<file path="config.mk">
export PLATFORM = sky130hd
export DESIGN_NAME = idiv_unit_top
export DESIGN_NICKNAME = d
export VERILOG_FILES = /design/src/design/idiv_pkg.sv /design/src/design/idiv_cfg_regs.sv /design/src/design/idiv_lane.sv /design/src/design/idiv_meta.sv /design/src/design/idiv_unit_top.sv
export SDC_FILE = /design/constraint.sdc
export NUM_CORES = 2
export LEC_CHECK = 0
export BUFFER_PORTS_ARGS = -buffer_cell sky130_fd_sc_hd__buf_2
export CAP_MARGIN = 30
export CORE_UTILIZATION = 45
export CTS_BUF_LIST = sky130_fd_sc_hd__clkbuf_2
export DETAILED_ROUTE_END_ITERATION = 6
export REMOVE_ABC_BUFFERS = 1
export SYNTH_ARGS = -nofsm -noshare
export SYNTH_HDL_FRONTEND = slang
export SYNTH_SLANG_ARGS = --single-unit
</file>
<file path="constraint.sdc">
create_clock -name clk -period 13 [get_ports clk]
set_input_delay 2.6 -clock clk [delete_from_list [all_inputs] [get_ports clk]]
set_output_delay 2.6 -clock clk [all_outputs]
set_load 0.01 [all_outputs]
</file>
<file path="src/design/idiv_pkg.sv">
`default_nettype none

package idiv_pkg;

	// ====================
	// Datapath widths
	// ====================

	// One full operand or result word of the packed datapath
	typedef logic [63:0] value_t;

	// One bit per byte of value_t
	// Used for the copy-target mask and for the exception vector
	typedef logic [7:0] byte_mask_t;

	// Destination register tag that rides along with an operation
	typedef logic [5:0] tag_t;

	// ====================
	// Control encodings
	// ====================

	// Lane precision of the packed word
	// Code 2'd3 is not named and is decoded the same as PRC_64
	typedef enum logic [1:0] {
		PRC_16 = 2'd0,
		PRC_32 = 2'd1,
		PRC_64 = 2'd2
	} prc_t;

	// Which half of the division result a lane hands back
	typedef enum logic {
		OP_QUO = 1'b0,
		OP_REM = 1'b1
	} div_op_t;

	// Sequencer of one divider lane
	// ST_RUN covers the operand setup cycle and all shift-subtract steps
	typedef enum logic [1:0] {
		ST_IDLE = 2'd0,
		ST_RUN  = 2'd1,
		ST_DONE = 2'd2
	} lane_state_t;

endpackage

`default_nettype wire

</file>
<file path="src/design/idiv_cfg_regs.sv">
`timescale 1ns/1ps
`default_nettype none

module idiv_cfg_regs (
	input  logic             clk,
	input  logic             rst,
	input  logic             cfg_we_i,
	input  idiv_pkg::prc_t   cfg_prc_i,
	input  logic             cfg_signed_i,
	output idiv_pkg::prc_t   prc_o,
	output logic             signed_o
);

	import idiv_pkg::*;

	prc_t prc_q;
	logic signed_q;

	// Both fields are written together by the one-cycle strobe
	// After reset the unit behaves as a plain unsigned 64-bit divider
	always_ff @(posedge clk) begin
		if (rst) begin
			prc_q <= PRC_64;
			signed_q <= 1'b0;
		end else if (cfg_we_i) begin
			prc_q <= cfg_prc_i;
			signed_q <= cfg_signed_i;
		end
	end

	// The divide unit only samples these at a load strobe
	// So a write in the middle of an operation shows up on the next one
	assign prc_o = prc_q;
	assign signed_o = signed_q;

	// An unknown precision would poison every later lane select
	a_prc_known: assert property (
		@(posedge clk) disable iff (rst)
		cfg_we_i |-> !$isunknown(cfg_prc_i)
	);

endmodule

`default_nettype wire

</file>
<file path="src/design/idiv_lane.sv">
`timescale 1ns/1ps
`default_nettype none

module idiv_lane #(
	parameter int WID = 16
) (
	input  logic           clk,
	input  logic           rst,
	input  logic           start_i,
	input  logic           signed_i,
	input  logic [WID-1:0] a_i,
	input  logic [WID-1:0] b_i,
	output logic [WID-1:0] quo_o,
	output logic [WID-1:0] rem_o,
	output logic           dbz_o,
	output logic           lane_done_o
);

	import idiv_pkg::*;

	// Counter runs 0 for the setup cycle, then 1 to WID for the steps
	localparam int CW = $clog2(WID + 1);

	lane_state_t state;
	logic [CW-1:0] cnt;

	// Raw operands as loaded, the dividend is also the divide-by-zero remainder
	logic [WID-1:0] a_r;
	logic [WID-1:0] b_r;
	logic sgn_r;

	// Working registers of the restoring divider
	logic [WID-1:0] q;
	logic [WID-1:0] d;
	logic [WID-1:0] rem;
	logic neg_q;
	logic neg_r;
	logic dbz_q;

	logic [WID:0] r_shift;
	logic [WID:0] diff;

	// ====================
	// Sequencer
	// ====================

	// A start in any state restarts the lane, which abandons a running divide
	always_ff @(posedge clk) begin
		if (rst) begin
			state <= ST_IDLE;
			cnt <= '0;
			dbz_q <= 1'b0;
		end else if (start_i) begin
			state <= ST_RUN;
			cnt <= '0;
		end else if (state == ST_RUN) begin
			cnt <= cnt + 1'b1;
			// Zero divisor is noted in the setup cycle and the steps still run
			if (cnt == '0)
				dbz_q <= (b_r == '0);
			if (cnt == CW'(WID))
				state <= ST_DONE;
		end
	end

	// ====================
	// Datapath
	// ====================

	// Bring down the next dividend bit and try to subtract the divisor
	always_comb begin
		r_shift = {rem, q[WID-1]};
		diff = r_shift - {1'b0, d};
	end

	always_ff @(posedge clk) begin
		if (start_i) begin
			a_r <= a_i;
			b_r <= b_i;
			sgn_r <= signed_i;
		end else if (state == ST_RUN) begin
			if (cnt == '0) begin
				// Setup takes magnitudes and records the result signs
				q <= (sgn_r && a_r[WID-1]) ? -a_r : a_r;
				d <= (sgn_r && b_r[WID-1]) ? -b_r : b_r;
				rem <= '0;
				neg_q <= sgn_r && (a_r[WID-1] ^ b_r[WID-1]);
				neg_r <= sgn_r && a_r[WID-1];
			end else if (diff[WID]) begin
				// Trial went negative so the partial remainder is restored
				rem <= r_shift[WID-1:0];
				q <= {q[WID-2:0], 1'b0};
			end else begin
				rem <= diff[WID-1:0];
				q <= {q[WID-2:0], 1'b1};
			end
		end
	end

	// Quotient truncates toward zero and the remainder follows the dividend sign
	assign quo_o = dbz_q ? '1 : (neg_q ? -q : q);
	assign rem_o = dbz_q ? a_r : (neg_r ? -rem : rem);
	assign dbz_o = dbz_q;

	// Level is high while idle or finished and low through setup and steps
	assign lane_done_o = (state != ST_RUN);

	a_done_falls_on_start: assert property (
		@(posedge clk) disable iff (rst)
		$fell(lane_done_o) |-> $past(start_i)
	);

	a_step_bound: assert property (
		@(posedge clk) disable iff (rst)
		(state == ST_RUN) |-> (cnt <= CW'(WID))
	);

endmodule

`default_nettype wire

</file>
<file path="src/design/idiv_meta.sv">
`timescale 1ns/1ps
`default_nettype none

module idiv_meta #(
	parameter bit SUPPORT_PREC = 1'b1
) (
	input  logic                 clk,
	input  logic                 rst,
	input  logic                 ld_i,
	input  idiv_pkg::div_op_t    op_i,
	input  idiv_pkg::prc_t       prc_i,
	input  logic                 signed_i,
	input  idiv_pkg::value_t     a_i,
	input  idiv_pkg::value_t     b_i,
	input  idiv_pkg::value_t     t_i,
	input  idiv_pkg::byte_mask_t cptgt_i,
	input  logic                 zero_i,
	input  idiv_pkg::tag_t       tag_i,
	output idiv_pkg::value_t     res_o,
	output idiv_pkg::byte_mask_t exc_o,
	output logic                 dbz_o,
	output logic                 done_o,
	output logic                 valid_o,
	output idiv_pkg::tag_t       tag_o
);

	import idiv_pkg::*;

	// Operation context held from the load edge until the result strobe
	div_op_t op_q;
	prc_t prc_q;
	value_t t_q;
	byte_mask_t cptgt_q;
	logic zero_q;
	tag_t tag_q;
	logic busy_q;

	value_t quo16, rem16, quo32, rem32, quo64, rem64;
	logic [3:0] dbz16, done16;
	logic [1:0] dbz32, done32;
	logic dbz64, done64;

	prc_t prc_sel;
	value_t sel_val, res_m, res_hold;
	byte_mask_t sel_exc, exc_m;
	logic sel_done;

	// ====================
	// Lane sets
	// ====================

	// Every lane starts on every load, only the latched precision is used later
	generate
		if (SUPPORT_PREC) begin : g_prec
			for (genvar g = 0; g < 4; g++) begin : g_l16
				idiv_lane #(.WID(16)) u_lane (
					.clk(clk),
					.rst(rst),
					.start_i(ld_i),
					.signed_i(signed_i),
					.a_i(a_i[g*16 +: 16]),
					.b_i(b_i[g*16 +: 16]),
					.quo_o(quo16[g*16 +: 16]),
					.rem_o(rem16[g*16 +: 16]),
					.dbz_o(dbz16[g]),
					.lane_done_o(done16[g])
				);
			end
			for (genvar g = 0; g < 2; g++) begin : g_l32
				idiv_lane #(.WID(32)) u_lane (
					.clk(clk),
					.rst(rst),
					.start_i(ld_i),
					.signed_i(signed_i),
					.a_i(a_i[g*32 +: 32]),
					.b_i(b_i[g*32 +: 32]),
					.quo_o(quo32[g*32 +: 32]),
					.rem_o(rem32[g*32 +: 32]),
					.dbz_o(dbz32[g]),
					.lane_done_o(done32[g])
				);
			end
		end else begin : g_noprec
			// Narrow sets are absent and read as idle
			assign quo16 = '0;
			assign rem16 = '0;
			assign dbz16 = '0;
			assign done16 = '1;
			assign quo32 = '0;
			assign rem32 = '0;
			assign dbz32 = '0;
			assign done32 = '1;
		end
	endgenerate

	idiv_lane #(.WID(64)) u_lane64 (
		.clk(clk),
		.rst(rst),
		.start_i(ld_i),
		.signed_i(signed_i),
		.a_i(a_i),
		.b_i(b_i),
		.quo_o(quo64),
		.rem_o(rem64),
		.dbz_o(dbz64),
		.lane_done_o(done64)
	);

	// ====================
	// Context and result
	// ====================

	always_ff @(posedge clk) begin
		if (ld_i) begin
			op_q <= op_i;
			prc_q <= prc_i;
			t_q <= t_i;
			cptgt_q <= cptgt_i;
			zero_q <= zero_i;
			tag_q <= tag_i;
		end
	end

	// Without precision support the setting is ignored and one 64-bit lane runs
	assign prc_sel = SUPPORT_PREC ? prc_q : PRC_64;

	// A lane's divide-by-zero flag covers all bytes of that lane
	always_comb begin
		case (prc_sel)
			PRC_16: begin
				sel_val = (op_q == OP_QUO) ? quo16 : rem16;
				sel_done = &done16;
				for (int k = 0; k < 8; k++)
					sel_exc[k] = dbz16[k/2];
			end
			PRC_32: begin
				sel_val = (op_q == OP_QUO) ? quo32 : rem32;
				sel_done = &done32;
				for (int k = 0; k < 8; k++)
					sel_exc[k] = dbz32[k/4];
			end
			default: begin
				sel_val = (op_q == OP_QUO) ? quo64 : rem64;
				sel_done = done64;
				sel_exc = {8{dbz64}};
			end
		endcase
	end

	// Masked bytes take the old target or zero and never raise an exception
	always_comb begin
		for (int k = 0; k < 8; k++)
			res_m[k*8 +: 8] = cptgt_q[k] ? (zero_q ? 8'h00 : t_q[k*8 +: 8]) : sel_val[k*8 +: 8];
		exc_m = sel_exc & ~cptgt_q;
	end

	// A load in the finishing cycle wins and the old result is dropped
	assign valid_o = busy_q && sel_done && !ld_i;

	always_ff @(posedge clk) begin
		if (rst)
			busy_q <= 1'b0;
		else if (ld_i)
			busy_q <= 1'b1;
		else if (valid_o)
			busy_q <= 1'b0;
	end

	always_ff @(posedge clk) begin
		if (valid_o)
			res_hold <= res_m;
	end

	assign res_o = valid_o ? res_m : res_hold;
	assign exc_o = valid_o ? exc_m : '0;
	assign tag_o = valid_o ? tag_q : '0;
	assign dbz_o = |exc_o;
	assign done_o = !ld_i && (valid_o || !busy_q);

	// The lanes must drop their done level right after a load
	a_no_valid_at_load: assert property (
		@(posedge clk) disable iff (rst)
		ld_i |-> !valid_o ##1 !valid_o
	);

endmodule

`default_nettype wire

</file>
<file path="src/design/idiv_unit_top.sv">
`timescale 1ns/1ps
`default_nettype none

module idiv_unit_top #(
	parameter bit SUPPORT_PREC = 1'b1
) (
	input  logic                 clk,
	input  logic                 rst,
	input  logic                 cfg_we_i,
	input  idiv_pkg::prc_t       cfg_prc_i,
	input  logic                 cfg_signed_i,
	input  logic                 ld_i,
	input  idiv_pkg::div_op_t    op_i,
	input  idiv_pkg::value_t     a_i,
	input  idiv_pkg::value_t     b_i,
	input  idiv_pkg::value_t     t_i,
	input  idiv_pkg::byte_mask_t cptgt_i,
	input  logic                 zero_i,
	input  idiv_pkg::tag_t       tag_i,
	output idiv_pkg::value_t     res_o,
	output idiv_pkg::byte_mask_t exc_o,
	output logic                 dbz_o,
	output logic                 done_o,
	output logic                 valid_o,
	output idiv_pkg::tag_t       tag_o
);

	import idiv_pkg::*;

	// Registered configuration feeding the divide unit
	prc_t cfg_prc;
	logic cfg_signed;

	idiv_cfg_regs u_cfg (
		.clk(clk),
		.rst(rst),
		.cfg_we_i(cfg_we_i),
		.cfg_prc_i(cfg_prc_i),
		.cfg_signed_i(cfg_signed_i),
		.prc_o(cfg_prc),
		.signed_o(cfg_signed)
	);

	idiv_meta #(.SUPPORT_PREC(SUPPORT_PREC)) u_meta (
		.clk(clk),
		.rst(rst),
		.ld_i(ld_i),
		.op_i(op_i),
		.prc_i(cfg_prc),
		.signed_i(cfg_signed),
		.a_i(a_i),
		.b_i(b_i),
		.t_i(t_i),
		.cptgt_i(cptgt_i),
		.zero_i(zero_i),
		.tag_i(tag_i),
		.res_o(res_o),
		.exc_o(exc_o),
		.dbz_o(dbz_o),
		.done_o(done_o),
		.valid_o(valid_o),
		.tag_o(tag_o)
	);

endmodule

`default_nettype wire

</file>
==> results.txt <==
----------------------------------------------------
[Worst setup path]
  Worst reg2reg startpoint ... u_meta.u_lane64.q[63]
  Category of the most critical setup path ... reg -> out
  Timing endpoint of the critical path ... res_o[61]
  Ordered list of cells on the worst path ... or4_1 -> or4_1 -> nor3_2 -> nand4_1 -> o41ai_1 -> xor2_1 -> a22oi_1 -> o211ai_1 -> a31oi_1 -> buf_2
  Worst path depth ... 10
  Largest fanout on the critical path ... 6
  Endpoint of the lowest-slack register-to-register path ... u_meta.u_lane64.rem[21]
  Endpoint type of the worst setup path ... output port
  Standard cell with the maximum stage delay on the critical path ... sky130_fd_sc_hd__a31oi_1
  Buffers and inverters on the worst path ... 1
  Top delay family on crit path ... simple AND/OR/NAND/NOR gates
  Type of origin of the critical path ... flop
  Flop-to-flop setup slack ... approximately 7.7 ns
  Crit path required time ... roughly 10 ns
  Setup crit start ... u_meta.u_lane64.q[18]
  Delay of the slowest cell on the worst path ... around 0.66 ns
  Arrival @ worst endpoint ... between 6 and 7 ns
  Worst Reg-to-Reg Cells ... 15
  Library cell appearing most often on the critical path ... sky130_fd_sc_hd__or4_1

[Floorplan]
  Height of the die ... about 380 µm
  Std cell rows ... between 100 and 150
  Die Outline Area ... about 140000 µm²
  IO Pins ... 296
  Initial core utilization ... 0.455
  DIE WIDTH ... roughly 380 µm
  Core Footprint ... roughly 140000 µm²

[Timing]
  Clock skew ... around 0.18 ns
  Final TNS setup ... 0 ns
  Final hold violations ... 0
  Maximum clock frequency ... between 100 and 150 MHz
  Final-report setup violation count ... 0
  Transition time at the pin with the least slew margin ... 1.18 ns
  Final max-slew violation count ... 0
  Final clock period utilization by the worst path ... 0.690
  RSZ-0062 raised after global routing ... false
  Crit path time final ... roughly 9 ns
  Post-layout worst setup margin ... slightly above 4 ns
  Slew headroom ... 0.214
  WHS ... approximately 0.45 ns

[Place]
  Number of buffers added on ports ... just under 300
  Placed cell areas ... approximately 66000 µm²
  Placement Setup Slack ... between 4 and 5 ns
  Final GP Congestion ... 0.972
  Dpl hpwl ... ~170000 µm
  Cell count after placement ... 8788

[Clocking]
  Clock buffers created by TritonCTS ... about 290
  Clock Tree Root ... sky130_fd_sc_hd__clkbuf_2
  TritonCTS clock tree ... yes
  Clk sink count ... 929
  Total of hold buffers inserted after clock tree synthesis ... 0
  Maximum buffer depth of the clock tree ... 4
  Clock latency of the later-clocked register in the worst-skew pair ... approximately 1.7 ns
  Setup Fix Bufs, Post-CTS ... 0
  H-tree levels ... 5
  Worst-path clk slew ... approximately 0.090 ns
  Cts repair resizes ... 0

[Drt]
  Post-detailed-route via-to-cell ratio ... 5.98
  Detail Route met2 WL ... slightly above 90000 µm
  Detail-routed net length per standard cell ... about 24 µm
  Drt initial violations ... between 6000 and 7000
  Highest routed metal layer ... met5
  Vias ... about 55000
  Total detailed-routing wirelength ... between 200000 and 250000 µm
  Wire length the detailed router placed on met1 ... roughly 100000 µm
  DRC violations left ... 0
  Number of detailed-route iterations in the first pass ... 7
  Metal3 WL ... ~26000 µm
  Number of routed nets with antenna violations ... 0

[Synth]
  Part of the Yosys area used for sequential elements ... 0.424
  Distinct cell type count of the synthesized netlist ... 99
  Predominant post-synthesis flop cell ... sky130_fd_sc_hd__edfxtp_1
  Fraction of registers with async set/reset ... 0
  Flip-flop and latch count after synthesis ... just over 900
  Number of cells produced by synthesis ... about 7000
  Number of enable flip-flop cells after synthesis ... around 800
  Count of synthesis-stage warnings from yosys ... 0
  Mean instance size in the synthesized netlist ... approximately 9.0 µm²
  Post-Synthesis Cell Area ... approximately 63000 µm²

[Final layout]
  Filler-free cell count of the finished design ... roughly 9300
  Number of nets in the final layout ... around 7700
  Area delta synth->final ... 9.25%
  Utilization after layout ... 0.497
  Most frequent standard cell in the layout excluding fill and tap cells ... sky130_fd_sc_hd__edfxtp_1
  Commonest cells after routing, fill and taps aside ... sky130_fd_sc_hd__edfxtp_1, sky130_fd_sc_hd__nand2_1, sky130_fd_sc_hd__nor2_1
  Layout cells sized above 1 ... 0.127
  Finished Cell Area ... between 60000 and 70000 µm²

[Global routing]
  GR Util All Layers ... 0.314
  Congestion Overflow GR ... 0
  Number of global-route vias before repair ... between 50000 and 60000
  Antenna violations before repair ... 9
  First-pass GRT wire length ... between 300000 and 400000 µm
  Maximum number of pins on one net before global-route repair ... roughly 110

[Flow run]
  Max-cap check violation count ... 0

[Outcome]
  Status ... complete, no violations

[Power and ir drop]
  Sum of internal, switching and leakage power ... roughly 7.7 mW
  Static leakage power ... 26.3 nW
  Pwr/cell area ... approximately 110 nW/µm²
  Worst IR drop on VDD ... between 0.05 and 0.06 mV

[Worst hold path]
  Path type of the worst min-delay path ... reg -> reg

----------------------------------------------------
## worst min path at each step
stage                                                     end      startpoint  slack, ns  cells after the start
after CTS                 u_meta.g_prec.g_l16[2].u_lane.sgn_r  u_cfg.signed_o       0.45                      0
after global routing      u_meta.g_prec.g_l16[2].u_lane.sgn_r  u_cfg.signed_o       0.46                      0
after global placement    u_meta.g_prec.g_l16[2].u_lane.sgn_r  u_cfg.signed_o       0.42                      0
after detailed placement  u_meta.g_prec.g_l16[2].u_lane.sgn_r  u_cfg.signed_o       0.42                      0
after floorplan                               u_meta.prc_q[1]  u_cfg.prc_o[1]       0.40                      0
final                     u_meta.g_prec.g_l16[2].u_lane.sgn_r  u_cfg.signed_o       0.45                      0
## cells by family after synthesis
family                     share of synthesized area
muxes                                         0.0173
AOI/OAI and AO/OA                              0.175
DFF                                            0.424
adders and majority gates                     0.0477
and+or+nand+nor                                0.168
xor gates and xnor gates                       0.123
buffers and inverters                         0.0452
## routing by layer
metal | vias up | track usage
met5 | - | 0
li1 | 25600 | -
met3 | 448 | 0.0767
met4 | 2 | 0.117
met2 | 2934 | 0.439
met1 | 26500 | 0.462
## area by class of cell
type | instances | area, µm²
well taps | 1863 | 2330
clock buffers | 404 | 2020
flip-flops and latches | 929 | 26600
inverters | 331 | 1240
diodes | 7 | 17.5
fillers | 13300 | 69400
repair buffers | 392 | 2410
multi-input cells | 5276 | 33500
clock inverters | 75 | 433
## synth_stat cells, drive strengths merged, types with 9 or more instances
master / n / area (µm²)
nand3b: 11 / 98.8
o31ai: 124 / 960
a221o: 17 / 170
xor2: 404 / 3540
o21a: 27 / 203
and2: 31 / 194
and4: 9 / 78.8
inv: 328 / 1230
a21boi: 26 / 195
a31oi: 59 / 369
edfxtp: 801 / 24100
o21ai: 511 / 2560
nor2: 744 / 2800
nand3: 113 / 566
a21oi: 549 / 2750
or2: 48 / 300
a221oi: 38 / 339
o221ai: 17 / 149
ha: 228 / 2850
nand2: 742 / 2790
o211ai: 34 / 255
dfxtp: 128 / 2560
a2111oi: 9 / 85.1
a211o: 11 / 96.3
mux2i: 104 / 1040
nor3: 129 / 681
nor2b: 67 / 419
o21bai: 23 / 173
xnor2: 476 / 4170
buf: 68 / 290
or3: 85 / 537
and3: 23 / 144
nand4: 56 / 350
a311oi: 14 / 123
nand2b: 74 / 470
o41ai: 63 / 589
nor3b: 21 / 173
o22ai: 38 / 238
nor4: 48 / 325
a21o: 67 / 503
or4: 60 / 454
a211oi: 78 / 586
clkbuf: 347 / 1300
## power by group
group / internal [mW] / switching [mW]
combinational: 0.618 / 1.03
clock: 0.929 / 1.39
sequential: 3.51 / 0.259
total: 5.06 / 2.68
Power figures use the tool's default switching activity.
